File: src/tiny_cfg.svh
`ifndef TINY_CFG_SVH
`define TINY_CFG_SVH

// Depth of the word-addressed memory. Addresses wrap at this size.
`define TINY_MEM_WORDS 256

// Cycles between the rise of valid and the matching ready.
`define TINY_MEM_WAIT 2

// First instruction address fetched after reset.
`define TINY_RESET_PC 0

// Number of general registers in the core.
`define TINY_NUM_REGS 16

`endif

File: src/tiny_pkg.sv
`default_nettype none

package tiny_pkg;

    typedef logic [15:0] word_t;
    typedef logic [15:0] addr_t;
    typedef logic [3:0] reg_idx_t;
    typedef logic [7:0] imm8_t;
    typedef logic [3:0] imm4_t;

    // Codes 13 to 15 are illegal and stop the core with error set.
    typedef enum logic [3:0] {
        OP_LDI = 4'h0,
        OP_ADD = 4'h1,
        OP_SUB = 4'h2,
        OP_AND = 4'h3,
        OP_OR  = 4'h4,
        OP_XOR = 4'h5,
        OP_SHL = 4'h6,
        OP_MUL = 4'h7,
        OP_LD  = 4'h8,
        OP_ST  = 4'h9,
        OP_BR  = 4'ha,
        OP_NOP = 4'hb,
        OP_HLT = 4'hc
    } opcode_t;

    typedef enum logic [2:0] {
        ALU_ADD,
        ALU_SUB,
        ALU_AND,
        ALU_OR,
        ALU_XOR,
        ALU_SHL,
        ALU_MUL
    } alu_op_t;

    typedef struct packed {
        logic  write;
        addr_t addr;
        word_t wdata;
    } bus_req_t;

    // The imm8 field overlaps rs and imm4 in the instruction word.
    typedef struct packed {
        opcode_t  op;
        reg_idx_t rd;
        reg_idx_t rs;
        imm8_t    imm8;
        imm4_t    imm4;
    } decoded_t;

endpackage

`default_nettype wire

File: src/tiny_mem.sv
`timescale 1ns/1ps
`default_nettype none

`include "tiny_cfg.svh"

module tiny_mem (
    input  wire                    clk3Phase,
    input  wire                    reset,
    input  wire                    run,
    input  wire                    core_valid,
    input  wire tiny_pkg::bus_req_t core_req,
    output logic                   core_ready,
    input  wire                    host_valid,
    input  wire                    host_write,
    input  wire tiny_pkg::addr_t   host_addr,
    input  wire tiny_pkg::word_t   host_wdata,
    output logic                   host_ready,
    output tiny_pkg::word_t        rdata
);

    localparam int WORDS = `TINY_MEM_WORDS;
    localparam int WAIT = `TINY_MEM_WAIT;
    localparam int AW = $clog2(WORDS);
    localparam int CW = $clog2(WAIT + 2);

    tiny_pkg::word_t    mem [WORDS];
    tiny_pkg::bus_req_t sel_req;
    logic               sel_valid;
    logic               sel_ready;
    logic [CW-1:0]      wait_cnt;
    logic [AW-1:0]      idx;

    // The core owns the port while running, the host while stopped.
    always_comb begin
        if (run) begin
            sel_valid = core_valid;
            sel_req = core_req;
        end else begin
            sel_valid = host_valid;
            sel_req.write = host_write;
            sel_req.addr = host_addr;
            sel_req.wdata = host_wdata;
        end
    end

    assign idx = sel_req.addr[AW-1:0];
    assign sel_ready = sel_valid && (wait_cnt == CW'(WAIT));
    assign core_ready = run && sel_ready;
    assign host_ready = !run && sel_ready;
    assign rdata = mem[idx];

    always_ff @(posedge clk3Phase) begin
        if (!reset) begin
            wait_cnt <= '0;
        end else if (!sel_valid || sel_ready) begin
            wait_cnt <= '0; // Each accepted request starts a fresh count.
        end else begin
            wait_cnt <= wait_cnt + 1'b1;
        end
    end

    always_ff @(posedge clk3Phase) begin
        if (sel_ready && sel_req.write) begin
            mem[idx] <= sel_req.wdata;
        end
    end

endmodule

`default_nettype wire

File: config.mk
export PLATFORM = sky130hd
export DESIGN_NAME = tiny_mem
export DESIGN_NICKNAME = d
export VERILOG_FILES = /design/src/tiny_pkg.sv /design/src/tiny_mem.sv
export VERILOG_INCLUDE_DIRS = /design/src
export SDC_FILE = /design/constraint.sdc
export NUM_CORES = 2
export LEC_CHECK = 0
export BUFFER_PORTS_ARGS = -buffer_cell sky130_fd_sc_hd__buf_2
export CORE_MARGIN = 10
export CORE_UTILIZATION = 34
export DETAILED_ROUTE_END_ITERATION = 12
export PLACE_DENSITY = 0.6
export SYNTH_ARGS = -nofsm -noshare
export SYNTH_HDL_FRONTEND = slang
export SYNTH_SLANG_ARGS = --single-unit
File: constraint.sdc
create_clock -name clk3Phase -period 3.5 [get_ports clk3Phase]
set_clock_uncertainty 0.05 [all_clocks]
set_input_delay 0.175 -clock clk3Phase [delete_from_list [all_inputs] [get_ports clk3Phase]]
set_output_delay 0.175 -clock clk3Phase [all_outputs]
set_load 0.01 [all_outputs]
# ---- After elaboration in Yosys (flattened, before gate mapping)
# Memory sizes are Yosys's and may differ from the RTL's.
# Index checks and enable logic that the tools add are counted.
dict set report totals {
  memories 1
  ram_bits 4096
  regBits 2
}
# name depth width read_ports rd_clocked_by_memory_dff write_ports line
set mem_list {}
lappend mem_list {mem 256 16 1 0 1 tiny_mem.sv:26} ;# tiny_pkg::word_t mem [WORDS];
dict set report classes {
  n_addsub 1
  muxes 4
  n_reduce_logical 8
  eq_ne 1
  n_bitwise 1
}
# cell count
set op_table {}
lappend op_table {{33-bit two-way mux} 1}
lappend op_table {{1-bit logical AND} 4}
lappend op_table {{1-bit two-way mux} 3}
lappend op_table {{2-bit by 1-bit adder with 2-bit output (second input constant)} 1}
lappend op_table {{2-bit equality test (second input constant)} 1}
lappend op_table {{1-bit zero test} 2}
lappend op_table {{2-bit OR reduction} 1}
lappend op_table {{1-bit logical OR} 1}
lappend op_table {{1-bit inverter} 1}

# ---- Depth between registers and ports, before layout
dict set report depth {
  depth_word 5
  depth_mapped 11
  depth_no_buf 8
}

# ---- Least setup slack after synthesis
# No wires, ideal clock.
dict set report synth_path {
  path_type {input port to flip-flop}
  startpoint {in run}
  endpoint {mem mem[0][10] (netlist bit), data pin}
  arrival_ps 3000
  setup_slack_ps -105
  path_stages 5
  setup_ps 556
  cell_sequence {buf_2 -> buf_2 -> buf_2 -> buf_1 -> mux2_2}
}
# item line
set synth_lines {}
lappend synth_lines {{start, declared} tiny_mem.sv:9} ;# input wire run,
lappend synth_lines {{end, declared} tiny_mem.sv:26}

# ---- Final worst setup path
dict set report layout_path {
  startpoint {in run}
  endpoint {out rdata[7]}
}
dict set report layout_via {
  elab_chain_cells 2
}
# item line
set layout_lines {}
lappend layout_lines {{33-bit two-way mux} tiny_mem.sv:35} ;# if (run) begin
lappend layout_lines {{memory read 256 x 16 bit} --}
lappend layout_lines {{end, declared} tiny_mem.sv:18} ;# output tiny_pkg::word_t rdata
# Every way passes these cells.

==> results.md <==
* Critical path's largest stage delay at 580 ps
* Status: complete, but fails checks
* Final Hold Violating Endpoints at 0
* Layout cells sized above 1 at 33.0%
* Failing checks: setup timing
* CP Launch Type: input pin
* CTS Buf Count at 410
* Filler cells at 39751
* Clk root buf: clkbuf_16
* Worst path cell trace: buf_8 > buf_4 > buf_12 > nor3b_1 > or2_4 > buf_12 > buf_12 > buf_4 > nand2_1 > a41oi_1 > o41ai_1 > o2111ai_1 > buf_4 > buf_2
* CTS tree: yes
* Netlist cell types at 41
* CP Data Required Time at 3270 ps
* Synthesized area at 156000 µm²
* WL final at 433 mm
* Fmax at 0.272 GHz
* Antenna violations before repair at 24
* CP Buf/Inv Count at 8
* Post-synth net total at 7345
* Register area share after synthesis at 78.6%
* PortBufs at 72
* RSZ-0062 raised after global routing: yes
* Synth-to-layout area growth at 21.3%
* Tot Pwr at 106 mW
* Synthesis-stage register bit count at 4098
* HP Class: input pin to flop
* Post-synth EDFFs at 4096
* Post-Syn Instances at 7273
* Synth Flop Type: edfxtp_1
* FF/Latch Area at 123000 µm²
* Die H at 698 µm
* Period utilisation layout at 105%
* Clock Sinks at 4098
* Post-layout min period at 3680 ps
* Async set or reset register ratio after synthesis at 0%
* Slowest stage cell on the critical path: a41oi_1
* Row cnt at 249
* Delay-heaviest family, CP: buffers and inverters
* Via density at 5.39
* Finish-stage setup viols at 15
* Largest net degree at the start of global routing at 173
* Largest fanout on the critical path at 47
* Kind of critical path: input pin to output pin
* Iteration count of the initial detailed-routing pass at 6
* Worst-Margin Slew at 1150 ps
* Die area at 488000 µm²
* I/O pins at 89
* Clk_lat worst skew at 940 ps
* Critical Path AT at 3450 ps
* H-tree levels at 5
* Vias in the first global route at 80521
* DRC violation count after routing at 0
* Starting DRT DRC Count at 10302
* MaxCap Viol Count at 0
* GRT Util Overall at 17.1%
* Core ar. at 459000 µm²
* Initial core utilization at 34.1%
* Gpl congestion at 0.837
* Area of the multi-input gates at 33600 µm²
* Final TNS setup at -1650 ps
* Syn_area_per_cell at 21.5 µm²
* GRT overflow at 0
* Leakage at 58.9 nW
* First-pass GRT wire length at 610 mm
* Slew Limit Headroom at 23.5%
* Nature of the critical path endpoint: output pin
* DP HPWL at 268 mm
* Final-stage net count at 8353
* Slew Limit Fails at 0
* Vias at 79682
* Power density over the cells at 558 nW/µm²
* Fin worst setup slack at -177 ps
* Clk slew on worst S/H paths at 60 ps
* Die span in x at 698 µm
* Detail Route Antenna Nets at 0
* Yosys warns at 0
* Clk buf depth at 4
* Worst vdd ir at 0.449 mV
* Routed wire per std cell at 29.3 µm
-- logic make-up (layout without fill, tap and decap cells) --
logic type / count (synthesis) / in the layout / synth area share, %
flip-flops: 4098 / 4098 / 78.6
AND/OR/NAND/NOR: 1368 / 1368 / 3.35
multiplexers: 1045 / 1045 / 14.9
buffers and inverters: 425 / 1767 / 1.21
AO/OA/AOI/OAI: 336 / 336 / 1.91
adder cells (fa/ha/maj): 1 / 1 / 0.00800
other: 0 / 8 / 0
-- Yosys cell counts (all sizes together) (3+ instances only) --
| cell type | n | area share [%] |
|---|---|---|
| nor3 | 9 | 0.029 |
| clkbuf | 207 | 0.50 |
| mux4 | 1024 | 15 |
| nand2b | 3 | 0.012 |
| edfxtp | 4096 | 79 |
| nor4 | 16 | 0.064 |
| a41oi | 256 | 1.4 |
| mux2 | 19 | 0.14 |
| nor2 | 262 | 0.63 |
| inv | 3 | 0.0072 |
| or2 | 7 | 0.028 |
| o2111ai | 16 | 0.090 |
| nand2 | 1061 | 2.5 |
| buf | 215 | 0.71 |
| o41ai | 48 | 0.31 |
-- routing by layer --
metal  part of all wire, %  GRT usage, %  wire, µm
met1                    40          23.5    172000
met2                    47          26.8    203000
met3                   9.9          4.09     43000
met4                   3.3          5.54     14300
met5                 0.019             0        84
-- power breakdown --
part	switching, mW	internal [mW]
Sequential	0.00126	54.4
Clock	18.7	24.8
Combinational	4.87	3.04
Total	23.6	82.3
-- area by class of cell --
| cell class | instances | area share (%) |
|---|---|---|
| clock inverter | 249 | 1.36 |
| tap | 6149 | 4.05 |
| sequential | 4098 | 64.8 |
| inverter | 3 | 0.00593 |
| antenna | 8 | 0.0105 |
| multi-input combinational | 2750 | 17.7 |
| clock buffer | 497 | 5.61 |
| timing repair buffer | 1018 | 6.44 |
-- repair_timing --
| action | 4_1_cts | 5_1_grt |
|---|---|---|
| hold buffers | 16 | 0 |
| endpoints found under the setup margin | 16 | 16 |
| pin swaps | 20 | 24 |
| gates resized for setup | 131 | 172 |
| endpoints found under the hold margin | 146 | 0 |
| gates cloned | 1 | 11 |
| buffers inserted | 7 | 27 |
-- state kept, by name, summed over array words and instances (netlist names) --
register  cells
mem        4096
wait_cnt      2
-- cells in the final DEF (no fill, tap or decap), types with 8 or more instances in the layout --
| cell | Yosys | final |
|---|---|---|
| edfxtp_1 | 4096 | 4096 |
| nand2_1 | 1061 | 991 |
| mux4_2 | 1024 | 1024 |
| clkbuf_16 | 0 | 424 |
| dlygate4sd3_1 | 0 | 13 |
| o41ai_4 | 0 | 16 |
| bufinv_16 | 0 | 43 |
| nand2_2 | 0 | 62 |
| clkinv_1 | 0 | 91 |
| diode_2 | 0 | 8 |
| o41ai_2 | 8 | 30 |
| mux2_8 | 0 | 18 |
| buf_6 | 9 | 45 |
| clkinv_2 | 0 | 78 |
| a41oi_1 | 256 | 189 |
| clkbuf_1 | 207 | 84 |
| clkinvlp_4 | 0 | 11 |
| buf_4 | 24 | 549 |
| a41oi_4 | 0 | 20 |
| a41oi_2 | 0 | 47 |
| buf_12 | 0 | 310 |
| nand2_4 | 0 | 8 |
| nor2_1 | 262 | 262 |
| buf_2 | 111 | 65 |
| inv_6 | 0 | 8 |
| buf_16 | 0 | 21 |
-- final timing paths --
path / from / endpoint / slack [ps] / cells past startpoint
setup / recovery: run / rdata[7] / -180 / 14
hold / removal: core_req[0] / mem[189][0] / 10 / 2
setup reg to reg: wait_cnt[0] / mem[34][7] / 780 / 12
hold reg to reg: wait_cnt[0] / wait_cnt[0] / 370 / 1
-- stage by stage --
| step | hold WS, ps | cells | utilization (%) | instance area [µm²] | setup slack (ps) |
|---|---|---|---|---|---|
| 6_report | 10.6 | 14772 | 41.3 | 190000 | -177 |
| 4_1_cts | 14.9 | 14727 | 41.0 | 188000 | -280 |
| 2_1_floorplan | 287 | 7273 | - | 156000 | -105 |
| 5_1_grt | 28.9 | 14768 | 41.3 | 190000 | -194 |
| 3_5_place_dp | 360 | 13958 | 37.8 | 174000 | -1000 |
| 3_3_place_gp | 349 | 13958 | 37.8 | 174000 | -1080 |
-- worst reg2reg max path, delay by kind of cell (launching register included) --
family	cells	cell delay, ps
buffers and inverters	5	990
and+or+nand+nor	5	790
DFF	1	310
adders and majority gates	1	180
AOI/OAI and AO/OA	1	110
No activity file was read; power rests on OpenSTA's default activity.
