<file path="src/tiny_cfg.svh">
`ifndef TINY_CFG_SVH
`define TINY_CFG_SVH

// Depth of the word-addressed memory. Addresses wrap at this size.
`define TINY_MEM_WORDS 256

// Cycles between the rise of valid and the matching ready.
`define TINY_MEM_WAIT 2

// First instruction address fetched after reset.
`define TINY_RESET_PC 0

// Number of general registers in the core.
`define TINY_NUM_REGS 16

`endif

</file>
<file path="src/tiny_pkg.sv">
`default_nettype none

package tiny_pkg;

    typedef logic [15:0] word_t;
    typedef logic [15:0] addr_t;
    typedef logic [3:0] reg_idx_t;
    typedef logic [7:0] imm8_t;
    typedef logic [3:0] imm4_t;

    // Codes 13 to 15 are illegal and stop the core with error set.
    typedef enum logic [3:0] {
        OP_LDI = 4'h0,
        OP_ADD = 4'h1,
        OP_SUB = 4'h2,
        OP_AND = 4'h3,
        OP_OR  = 4'h4,
        OP_XOR = 4'h5,
        OP_SHL = 4'h6,
        OP_MUL = 4'h7,
        OP_LD  = 4'h8,
        OP_ST  = 4'h9,
        OP_BR  = 4'ha,
        OP_NOP = 4'hb,
        OP_HLT = 4'hc
    } opcode_t;

    typedef enum logic [2:0] {
        ALU_ADD,
        ALU_SUB,
        ALU_AND,
        ALU_OR,
        ALU_XOR,
        ALU_SHL,
        ALU_MUL
    } alu_op_t;

    typedef struct packed {
        logic  write;
        addr_t addr;
        word_t wdata;
    } bus_req_t;

    // The imm8 field overlaps rs and imm4 in the instruction word.
    typedef struct packed {
        opcode_t  op;
        reg_idx_t rd;
        reg_idx_t rs;
        imm8_t    imm8;
        imm4_t    imm4;
    } decoded_t;

endpackage

`default_nettype wire

</file>
<file path="src/tiny_alu.sv">
`timescale 1ns/1ps
`default_nettype none

module tiny_alu (
    input  wire tiny_pkg::alu_op_t op,
    input  wire tiny_pkg::word_t   a,
    input  wire tiny_pkg::word_t   b,
    output tiny_pkg::word_t        result,
    output tiny_pkg::word_t        result_hi,
    output logic                   c,
    output logic                   z,
    output logic                   n
);

    logic [16:0] sum;
    logic [16:0] diff;
    logic [31:0] product;

    assign sum = {1'b0, a} + {1'b0, b};
    assign diff = {1'b0, a} + {1'b0, ~b} + 17'd1; // Bit 16 is the inverted borrow.
    assign product = {16'h0000, a} * {16'h0000, b};

    always_comb begin
        result = '0;
        result_hi = '0;
        c = 1'b0;
        case (op)
            tiny_pkg::ALU_ADD: begin
                result = sum[15:0];
                c = sum[16];
            end
            tiny_pkg::ALU_SUB: begin
                result = diff[15:0];
                c = diff[16];
            end
            tiny_pkg::ALU_AND: begin
                result = a & b;
            end
            tiny_pkg::ALU_OR: begin
                result = a | b;
            end
            tiny_pkg::ALU_XOR: begin
                result = a ^ b;
            end
            tiny_pkg::ALU_SHL: begin
                result = a << b[3:0];
            end
            tiny_pkg::ALU_MUL: begin
                result = product[15:0];
                result_hi = product[31:16];
            end
            default: begin
                result = sum[15:0];
            end
        endcase
    end

    assign z = (result == 16'h0000);
    assign n = result[15];

endmodule

`default_nettype wire

</file>
<file path="src/tiny_regfile.sv">
`timescale 1ns/1ps
`default_nettype none

`include "tiny_cfg.svh"

module tiny_regfile (
    input  wire                     clk3Phase,
    input  wire                     reset,
    input  wire tiny_pkg::reg_idx_t rd_idx_a,
    input  wire tiny_pkg::reg_idx_t rd_idx_b,
    output tiny_pkg::word_t         rd_data_a,
    output tiny_pkg::word_t         rd_data_b,
    input  wire                     we_a,
    input  wire tiny_pkg::reg_idx_t wr_idx_a,
    input  wire tiny_pkg::word_t    wr_data_a,
    input  wire                     we_b,
    input  wire tiny_pkg::reg_idx_t wr_idx_b,
    input  wire tiny_pkg::word_t    wr_data_b
);

    tiny_pkg::word_t regs [`TINY_NUM_REGS];

    assign rd_data_a = regs[rd_idx_a];
    assign rd_data_b = regs[rd_idx_b];

    always_ff @(posedge clk3Phase) begin
        if (!reset) begin
            for (int i = 0; i < `TINY_NUM_REGS; i++) begin
                regs[i] <= '0;
            end
        end else begin
            if (we_a) begin
                regs[wr_idx_a] <= wr_data_a;
            end
            if (we_b) begin
                regs[wr_idx_b] <= wr_data_b; // Last write wins on a shared index.
            end
        end
    end

endmodule

`default_nettype wire

</file>
<file path="src/tiny_core.sv">
`timescale 1ns/1ps
`default_nettype none

`include "tiny_cfg.svh"

module tiny_core (
    input  wire                  clk3Phase,
    input  wire                  reset,
    input  wire                  run,
    output logic                 req_valid,
    output tiny_pkg::bus_req_t   req,
    input  wire                  req_ready,
    input  wire tiny_pkg::word_t rdata,
    output logic                 halted,
    output logic                 error
);

    typedef enum logic [2:0] {
        IDLE,
        FETCH,
        DECODE,
        EXEC,
        MEM,
        HALT
    } state_t;

    state_t               state;
    tiny_pkg::addr_t      pc;
    tiny_pkg::decoded_t   dec;
    tiny_pkg::bus_req_t   mem_req;
    logic                 flag_c;
    logic                 flag_z;
    logic                 flag_n;
    tiny_pkg::word_t      rd_data;
    tiny_pkg::word_t      rs_data;
    tiny_pkg::word_t      imm8_ext;
    tiny_pkg::word_t      imm4_ext;
    tiny_pkg::alu_op_t    alu_op;
    tiny_pkg::word_t      alu_a;
    tiny_pkg::word_t      alu_b;
    tiny_pkg::word_t      alu_res;
    tiny_pkg::word_t      alu_res_hi;
    logic                 alu_c;
    logic                 alu_z;
    logic                 alu_n;
    logic                 is_alu;
    logic                 br_taken;
    logic                 accept;
    logic                 we_a;
    logic                 we_b;
    tiny_pkg::word_t      wr_data_a;

    assign imm8_ext = {{8{dec.imm8[7]}}, dec.imm8};
    assign imm4_ext = {{12{dec.imm4[3]}}, dec.imm4};

    // Bits 10 to 8 select c, z and n, and bit 11 inverts the test.
    assign br_taken = (|(dec.rd[2:0] & {flag_c, flag_z, flag_n})) ^ dec.rd[3];

    assign req_valid = (state == FETCH) || (state == MEM);
    assign accept = req_valid && req_ready;
    assign halted = (state == HALT);

    always_comb begin
        if (state == FETCH) begin
            req.write = 1'b0;
            req.addr = pc;
            req.wdata = '0;
        end else begin
            req = mem_req;
        end
    end

    always_comb begin
        is_alu = 1'b1;
        alu_op = tiny_pkg::ALU_ADD;
        case (dec.op)
            tiny_pkg::OP_ADD: alu_op = tiny_pkg::ALU_ADD;
            tiny_pkg::OP_SUB: alu_op = tiny_pkg::ALU_SUB;
            tiny_pkg::OP_AND: alu_op = tiny_pkg::ALU_AND;
            tiny_pkg::OP_OR:  alu_op = tiny_pkg::ALU_OR;
            tiny_pkg::OP_XOR: alu_op = tiny_pkg::ALU_XOR;
            tiny_pkg::OP_SHL: alu_op = tiny_pkg::ALU_SHL;
            tiny_pkg::OP_MUL: alu_op = tiny_pkg::ALU_MUL;
            default:          is_alu = 1'b0;
        endcase
    end

    assign alu_a = (dec.op == tiny_pkg::OP_SHL) ? rs_data : rd_data;
    assign alu_b = (dec.op == tiny_pkg::OP_SHL) ? {12'h000, dec.imm4} : rs_data;

    assign we_a = ((state == EXEC) && (is_alu || dec.op == tiny_pkg::OP_LDI))
               || ((state == MEM) && accept && dec.op == tiny_pkg::OP_LD);
    assign we_b = (state == EXEC) && (dec.op == tiny_pkg::OP_MUL);

    always_comb begin
        if (state == MEM) begin
            wr_data_a = rdata;
        end else if (dec.op == tiny_pkg::OP_LDI) begin
            wr_data_a = imm8_ext;
        end else begin
            wr_data_a = alu_res;
        end
    end

    tiny_alu u_alu (
        .op        (alu_op),
        .a         (alu_a),
        .b         (alu_b),
        .result    (alu_res),
        .result_hi (alu_res_hi),
        .c         (alu_c),
        .z         (alu_z),
        .n         (alu_n)
    );

    tiny_regfile u_regfile (
        .clk3Phase (clk3Phase),
        .reset     (reset),
        .rd_idx_a  (dec.rd),
        .rd_idx_b  (dec.rs),
        .rd_data_a (rd_data),
        .rd_data_b (rs_data),
        .we_a      (we_a),
        .wr_idx_a  (dec.rd),
        .wr_data_a (wr_data_a),
        .we_b      (we_b),
        .wr_idx_b  (dec.rd + 4'd1),
        .wr_data_b (alu_res_hi)
    );

    always_ff @(posedge clk3Phase) begin
        if (!reset) begin
            state <= IDLE;
            pc <= tiny_pkg::addr_t'(`TINY_RESET_PC);
            flag_c <= 1'b0;
            flag_z <= 1'b0;
            flag_n <= 1'b0;
            error <= 1'b0;
        end else begin
            case (state)
                IDLE: begin
                    if (run) begin
                        state <= FETCH;
                    end
                end
                FETCH: begin
                    if (accept) begin
                        state <= DECODE;
                    end
                end
                DECODE: begin
                    state <= EXEC;
                end
                EXEC: begin
                    if (dec.op == tiny_pkg::OP_BR && br_taken) begin
                        pc <= pc + 16'd1 + imm8_ext;
                    end else begin
                        pc <= pc + 16'd1;
                    end
                    if (is_alu) begin
                        flag_c <= alu_c;
                        flag_z <= alu_z;
                        flag_n <= alu_n;
                    end else if (dec.op == tiny_pkg::OP_LDI) begin
                        flag_z <= (imm8_ext == 16'h0000); // Carry keeps its old value.
                        flag_n <= imm8_ext[15];
                    end
                    case (dec.op)
                        tiny_pkg::OP_LD, tiny_pkg::OP_ST: begin
                            state <= MEM;
                        end
                        tiny_pkg::OP_HLT: begin
                            state <= HALT;
                        end
                        tiny_pkg::OP_LDI, tiny_pkg::OP_ADD, tiny_pkg::OP_SUB,
                        tiny_pkg::OP_AND, tiny_pkg::OP_OR, tiny_pkg::OP_XOR,
                        tiny_pkg::OP_SHL, tiny_pkg::OP_MUL, tiny_pkg::OP_BR,
                        tiny_pkg::OP_NOP: begin
                            state <= run ? FETCH : IDLE;
                        end
                        default: begin
                            state <= HALT;
                            error <= 1'b1;
                        end
                    endcase
                end
                MEM: begin
                    if (accept) begin
                        state <= run ? FETCH : IDLE;
                    end
                end
                HALT: begin
                    state <= HALT; // Only reset leaves this state.
                end
                default: begin
                    state <= IDLE;
                end
            endcase
        end
    end

    always_ff @(posedge clk3Phase) begin
        if (state == FETCH && accept) begin
            dec <= '{op:   tiny_pkg::opcode_t'(rdata[15:12]),
                     rd:   rdata[11:8],
                     rs:   rdata[7:4],
                     imm8: rdata[7:0],
                     imm4: rdata[3:0]};
        end
        if (state == DECODE) begin
            mem_req.write <= (dec.op == tiny_pkg::OP_ST);
            if (dec.op == tiny_pkg::OP_ST) begin
                mem_req.addr <= rd_data + imm4_ext;
            end else begin
                mem_req.addr <= rs_data + imm4_ext;
            end
            mem_req.wdata <= rs_data;
        end
    end

endmodule

`default_nettype wire

</file>
<file path="config.mk">
export PLATFORM = sky130hd
export DESIGN_NAME = tiny_core
export DESIGN_NICKNAME = d
export VERILOG_FILES = /design/src/tiny_pkg.sv /design/src/tiny_alu.sv /design/src/tiny_regfile.sv /design/src/tiny_core.sv
export VERILOG_INCLUDE_DIRS = /design/src
export SDC_FILE = /design/constraint.sdc
export NUM_CORES = 1
export LEC_CHECK = 0
export ABC_AREA = 0
export BUFFER_PORTS_ARGS = -buffer_cell sky130_fd_sc_hd__clkbuf_2
export CELL_PAD_IN_SITES_DETAIL_PLACEMENT = 0
export CELL_PAD_IN_SITES_GLOBAL_PLACEMENT = 2
export CORE_MARGIN = 3
export CORE_UTILIZATION = 44
export CTS_BUF_LIST = sky130_fd_sc_hd__clkbuf_16
export DETAILED_ROUTE_END_ITERATION = 8
export GPL_TIMING_DRIVEN = 0
export PLACE_DENSITY = 0.91
export SETUP_SLACK_MARGIN = 0.15
export SLEW_MARGIN = 20
export SYNTH_ARGS = -nofsm -noshare
export SYNTH_HDL_FRONTEND = slang
export SYNTH_SLANG_ARGS = --single-unit
export TNS_END_PERCENT = 5
</file>
<file path="constraint.sdc">
create_clock -name clk3Phase -period 12.41 [get_ports clk3Phase]
set_clock_uncertainty 0.05 [all_clocks]
set_input_delay 0 -clock clk3Phase [delete_from_list [all_inputs] [get_ports clk3Phase]]
set_output_delay 0 -clock clk3Phase [all_outputs]
set_load 0.01 [all_outputs]
</file>
# Word level (Yosys, flattened, before mapping)

Memories as Yosys holds them, arrays and structs flattened. A register that Yosys moved wholly into a read port is not among the register bits.
Cells that the tools add are included.

Register bits: 80
RAM bits: 256
Bits of input ports: 20
Output and inout bits: 36
Word-level logic and storage cells: 122
Memories: 1

Memory list:

| memory         | words | width | rd ports | clocked after memory_dff | wr ports | line               | RTL |
|---|---|---|---|---|---|---|---|
| u_regfile.regs | 16    | 16    | 2        | 2                        | 16       | tiny_regfile.sv:21 | `` tiny_pkg::word_t regs [`TINY_NUM_REGS]; `` |

$add $sub $neg: 8
$mul: 1
Equality and inequality tests: 26
Shifts and indexed selects: 1
Mux-type cells: 37
Bitwise logic cells: 7
Reduce and logical (&&, ||, !) cells: 27

Operator list:

| cell                                                                  | number |
|---|---|
| 16-bit two-way mux                                                    | 9 |
| 16-bit case mux with 6 select lines                                   | 1 |
| 16-bit adder                                                          | 3 |
| 3-bit case mux with 6 select lines                                    | 2 |
| 16-bit by 16-bit adder with 17-bit output                             | 2 |
| 33-bit two-way mux                                                    | 1 |
| 16-bit zero test                                                      | 2 |
| 16-bit by 16-bit multiplier with 32-bit output                        | 1 |
| 16-bit OR reduction                                                   | 2 |
| 4-bit equality test, second input constant                            | 5 |
| 17-bit by 1-bit adder with 17-bit output, second input constant       | 1 |
| 16-bit by 1-bit adder with 16-bit output, second input constant       | 1 |
| 16-bit bitwise AND                                                    | 1 |
| 4-bit by 3-bit equality test with 1-bit output, second input constant | 4 |
| 4-bit two-way mux                                                     | 4 |
| 16-bit inverter                                                       | 1 |
| 16-bit OR                                                             | 1 |
| 16-bit by 4-bit left shift with 16-bit output                         | 1 |
| 16-bit bitwise XOR                                                    | 1 |
| 3-bit equality test, second input constant                            | 5 |
| 1-bit two-way mux                                                     | 15 |
| 13-bit OR reduction                                                   | 1 |
| 3-bit by 2-bit equality test with 1-bit output, second input constant | 4 |
| 10-bit OR reduction                                                   | 1 |
| 21 further kinds                                                      | 38 |

# Longest topological paths before layout

Depth after elaboration: 11
Mapped depth: 36
Mapped depth without buffers: 33

# Cells and area by module

A second synthesis with hierarchy kept.

Cells, all modules: 3087
Area, all modules: 32408.6 µm²

By module, submodules not included:

| module       | times used | cells each | area each (µm²) | seq. area each (µm²) |
|---|---|---|---|---|
| tiny_regfile | 1          | 997        | 15118.2         | 7687.4 |
| tiny_alu     | 1          | 1482       | 11636.2         | 0.0 |
| tiny_core    | 1          | 608        | 5654.2          | 1931.9 |

# Worst setup path before layout

Ideal clock, no wire load.

Path type: register to register
Start point: reg with a tool-made name
End point: mem u_regfile.regs[0][13] (netlist name) (data pin)
Setup time: 0.275 ns
Arrival: 8.449 ns
Data required time: 12.085 ns
Path slack: 3.636 ns
Stages on the path, launching flop included: 33
Path buffers: 4
Period minus slack after synthesis: 8.774 ns
Path through: dfxtp_1 > buf_2 > buf_2 > buf_2 > mux4_2 > mux2i_1 > mux2_2 > inv_1 > o21ai_1 > clkinv_1 > nand2_1 > fa_1 > fa_1 > fa_1 > inv_1 > ha_1 > fa_1 > inv_1 > fa_1 > inv_1 > ha_1 > and3_1 > a211oi_1 > a21oi_1 > o21ai_0 > a21oi_1 > a41o_1 > a2111oi_0 > o21bai_1 > a21oi_1 > xor2_1 > clkbuf_1 > o22ai_1

RTL lines:

| element          | line |
|---|---|
| end: declaration | tiny_regfile.sv:21 |

==> metrics.csv <==
stage,metric,value,unit
global_routing,grt_antenna_before_repair,0,
timing,period_share,94.3,%
clock_network,clk_path_buf_depth,3,
worst_setup_path,reg2regPathDepth,31,
synth,yosysSeqAreaShare,30.9,%
synth,synth_compound_area_share,14.4,%
worst_setup_path,critPathMostFrequentCell,fa_1,
synth,synth_largest_area_cell,edfxtp_1,
synth,synth-simple-area-share,11.9,%
floorplanning,dieWidth,274,µm
synth,synth_nets,3480,
clock_network,cts_tree,yes,
clock_network,numCtsBuffers,39,
finish,final_core_util,49.3,%
status,status,"finished, final reports clean",
worst_setup_path,path_max_fanout,11,
floorplanning,initial_utilization,44.8,%
timing,rsz0062_at_grt,no,
timing,setup_tns,0,ns
hold_path,min_to,pc[14],
timing,slew_headroom,17.4,%
finish,drive_above_1_share,13.4,%
synth,synth_most_common_cell,inv_1,
timing,finalSetupViolCount,0,
timing,fmax,0.0855,GHz
timing,hold_violations,0,
drt,ant_nets,0,
timing,worst-slew-pin-transition,1.23,ns
finish,fill_cells,6610,
hold_path,hold_class,input pin to flop,
synth,synth_xor_area_share,1.96,%
worst_setup_path,worst_r2r_endpoint,u_regfile.regs[1][13],
clock_network,clock_latency,0.62,ns
synth,syn_inst,3078,
synth,async_reset_ff_share,0,%
drt,vias_per_cell,6.61,
global_routing,globalRouteOverflowTotal,0,
power,p_per_area,250,mW/mm²
global_routing,grt_max_degree,25,
clock_network,clock-root-buffer,clkbuf_16,
hold_path,min_from,reset,
finish,antenna_cells,0,
floorplanning,die_y,274,µm
timing,post-route-min-period,11.70,ns
worst_setup_path,r2r_slack,0.71,ns
clock_network,cts.reportedPaths.clkPinSlew,0.07,ns
power,ir_drop,0.528,mV
synth,syn_area,0.0317,mm²
global_routing,grt_pass1_wl,188,mm
synth,synth_seq_cells,336,
drt,drt_iter0_drc,3575,
clock_network,cts_setup_buffers,0,
synth,synth_top_area_share,28.9,%
placement,gp_congestion,1.05,
floorplanning,num_rows,97,
drt,wl_per_cell,31.5,µm
synth,yosys-mux-area-fraction,13.9,%
floorplanning,ioPinCount,56,
worst_setup_path,required,12.63,ns
drt,post-route-drc-count,0,
worst_setup_path,startpoint_type,flop,
finish,fin_area,0.0348,mm²
worst_setup_path,critPathKind,flop to flop,
worst_setup_path,slowest_delay,0.72,ns
job,cap_violations,0,
placement,numPortBuffers,55,
synth,ys.flop_type,edfxtp_1,
finish,nNetsFinal,3599,
placement,dp_hpwl,98.1,mm
global_routing,grt_util_all_layers,34.6,%
placement,placed_cell_area,0.0333,mm²
worst_setup_path,arrival,11.92,ns
synth,syn_avg_cell_area,10.3,µm²
clock_network,cts.sinks,336,
drt,first_pass_iters,6,
drt,postRouteWirelength,131,mm
floorplanning,core,0.0706,mm²
global_routing,grt_pass1_vias,27100,
synth,synth_area_leaders,"edfxtp_1 29%, fa_1 13%, ha_1 7.3%, mux4_2 7.3%, o22ai_1 5.0%",
clock_network,cts_max_level,2,
synth,netlist_top_cells_count,"322 x inv_1, 305 x edfxtp_1, 252 x o22ai_1",
synth,synth_top_family_by_area,adder cells,
drt,vias,27600,
worst_setup_path,worstSetupEndpointType,flop,
synth,synth-adder-area-share,19.8,%
synth,ys_types,91,
floorplanning,dieArea,0.0753,mm²
synth,synth_edf_count,305,
finish,syn_to_final_growth,9.82,%
hold_path,hold_path_depth,4,
synth,yosysWarnings,0,
timing,final_max_slew_viol_count,0,
power,power.leakage,0.0140,µW
worst_setup_path,critPathSlowestCell,buf_1,
-- cell usage in the layout (no fill, tap or decap), drive strengths merged, types with 109 or more instances in the layout --
cell type and instances:
a21oi 113, clkbuf 265, edfxtp 305, fa 198, ha 184, inv 333, mux4 129, nand2 195
nor2 233, o21ai 109, o22ai 257
-- area by class of cell --
cell class / instances / area, µm² / area share [%]
flip-flops and latches: 336 / 9780 / 28.1
well taps: 940 / 1180 / 3.38
repair buffers: 79 / 522 / 1.50
clock buffers: 39 / 976 / 2.81
inverters: 327 / 1230 / 3.53
multi-input cells: 2192 / 19800 / 56.8
clock inverters: 33 / 318 / 0.914
plain buffers: 222 / 1030 / 2.96
-- through the flow --
step | hold slack [ns] | cells | worst slack, ns | total power, µW
after floorplan | 0.0489 | 3078 | 3.64 | 5150
after global placement | 0.166 | 4073 | 0.170 | 7390
after detailed placement | 0.159 | 4078 | 0.328 | 7450
after CTS | 0.0844 | 4168 | 0.233 | 8680
after global routing | 0.112 | 4168 | 0.267 | 9340
final | 0.112 | 4168 | 0.712 | 8690
-- layer usage --
metal | global-route usage [%] | part of all wire [%] | vias up
li1 | - | - | 11500
met1 | 43.1 | 36 | 13500
met2 | 54.7 | 45 | 2055
met3 | 8.51 | 12 | 505
met4 | 20.5 | 7.5 | 0
met5 | 0 | 0 | -
-- critical path, delay by kind of cell (launching register included) --
| kind | cells | cell delay [ns] |
|---|---|---|
| buffers and inverters | 8 | 2.23 |
| and+or+nand+nor | 2 | 0.37 |
| AOI/OAI and AO/OA | 10 | 3.37 |
| DFF | 1 | 0.46 |
| xor gates and xnor gates | 1 | 0.46 |
| adders and majority gates | 7 | 3.15 |
| muxes | 3 | 1.23 |
-- state kept, by name, indices dropped and copies added (netlist names), named ones only --
register,count
dec,16
error,1
flag_c,1
flag_n,1
flag_z,1
mem_req,33
pc,16
state,3
u_regfile.regs,256
-- worst max-delay path by stage --
stage	startpoint	endpoint	slack, ns
2_1_floorplan	flop	u_regfile.regs[0][13]	3.64
3_3_place_gp	flop	u_regfile.regs[1][13]	0.17
3_5_place_dp	flop	u_regfile.regs[13][13]	0.33
4_1_cts	flop	u_regfile.regs[1][13]	0.23
5_1_grt	flop	u_regfile.regs[1][13]	0.27
6_report	flop	u_regfile.regs[1][13]	0.71
-- report_power, final --
part	internal [µW]	total, µW	switching [µW]
clock network	666	1200	536
registers	1280	1310	29.8
logic	1940	6170	4230
total	3890	8690	4800
-- what timing repair did --
item,in CTS,in global routing
hold buffers,18,0
resized for setup,0,8
endpoints found under the setup margin,0,27
endpoints found under the hold margin,50,0
-- kinds of logic (layout without fill, tap and decap cells) --
| logic type | count (synthesis) | count (layout) |
|---|---|---|
| compound gates | 690 | 690 |
| xor+xnor | 71 | 71 |
| fa+ha+maj | 382 | 382 |
| buf+inv | 550 | 700 |
| flops | 336 | 336 |
| mux | 260 | 260 |
| simple gates | 789 | 789 |
Note: power is estimated with default switching activity, not from simulation.
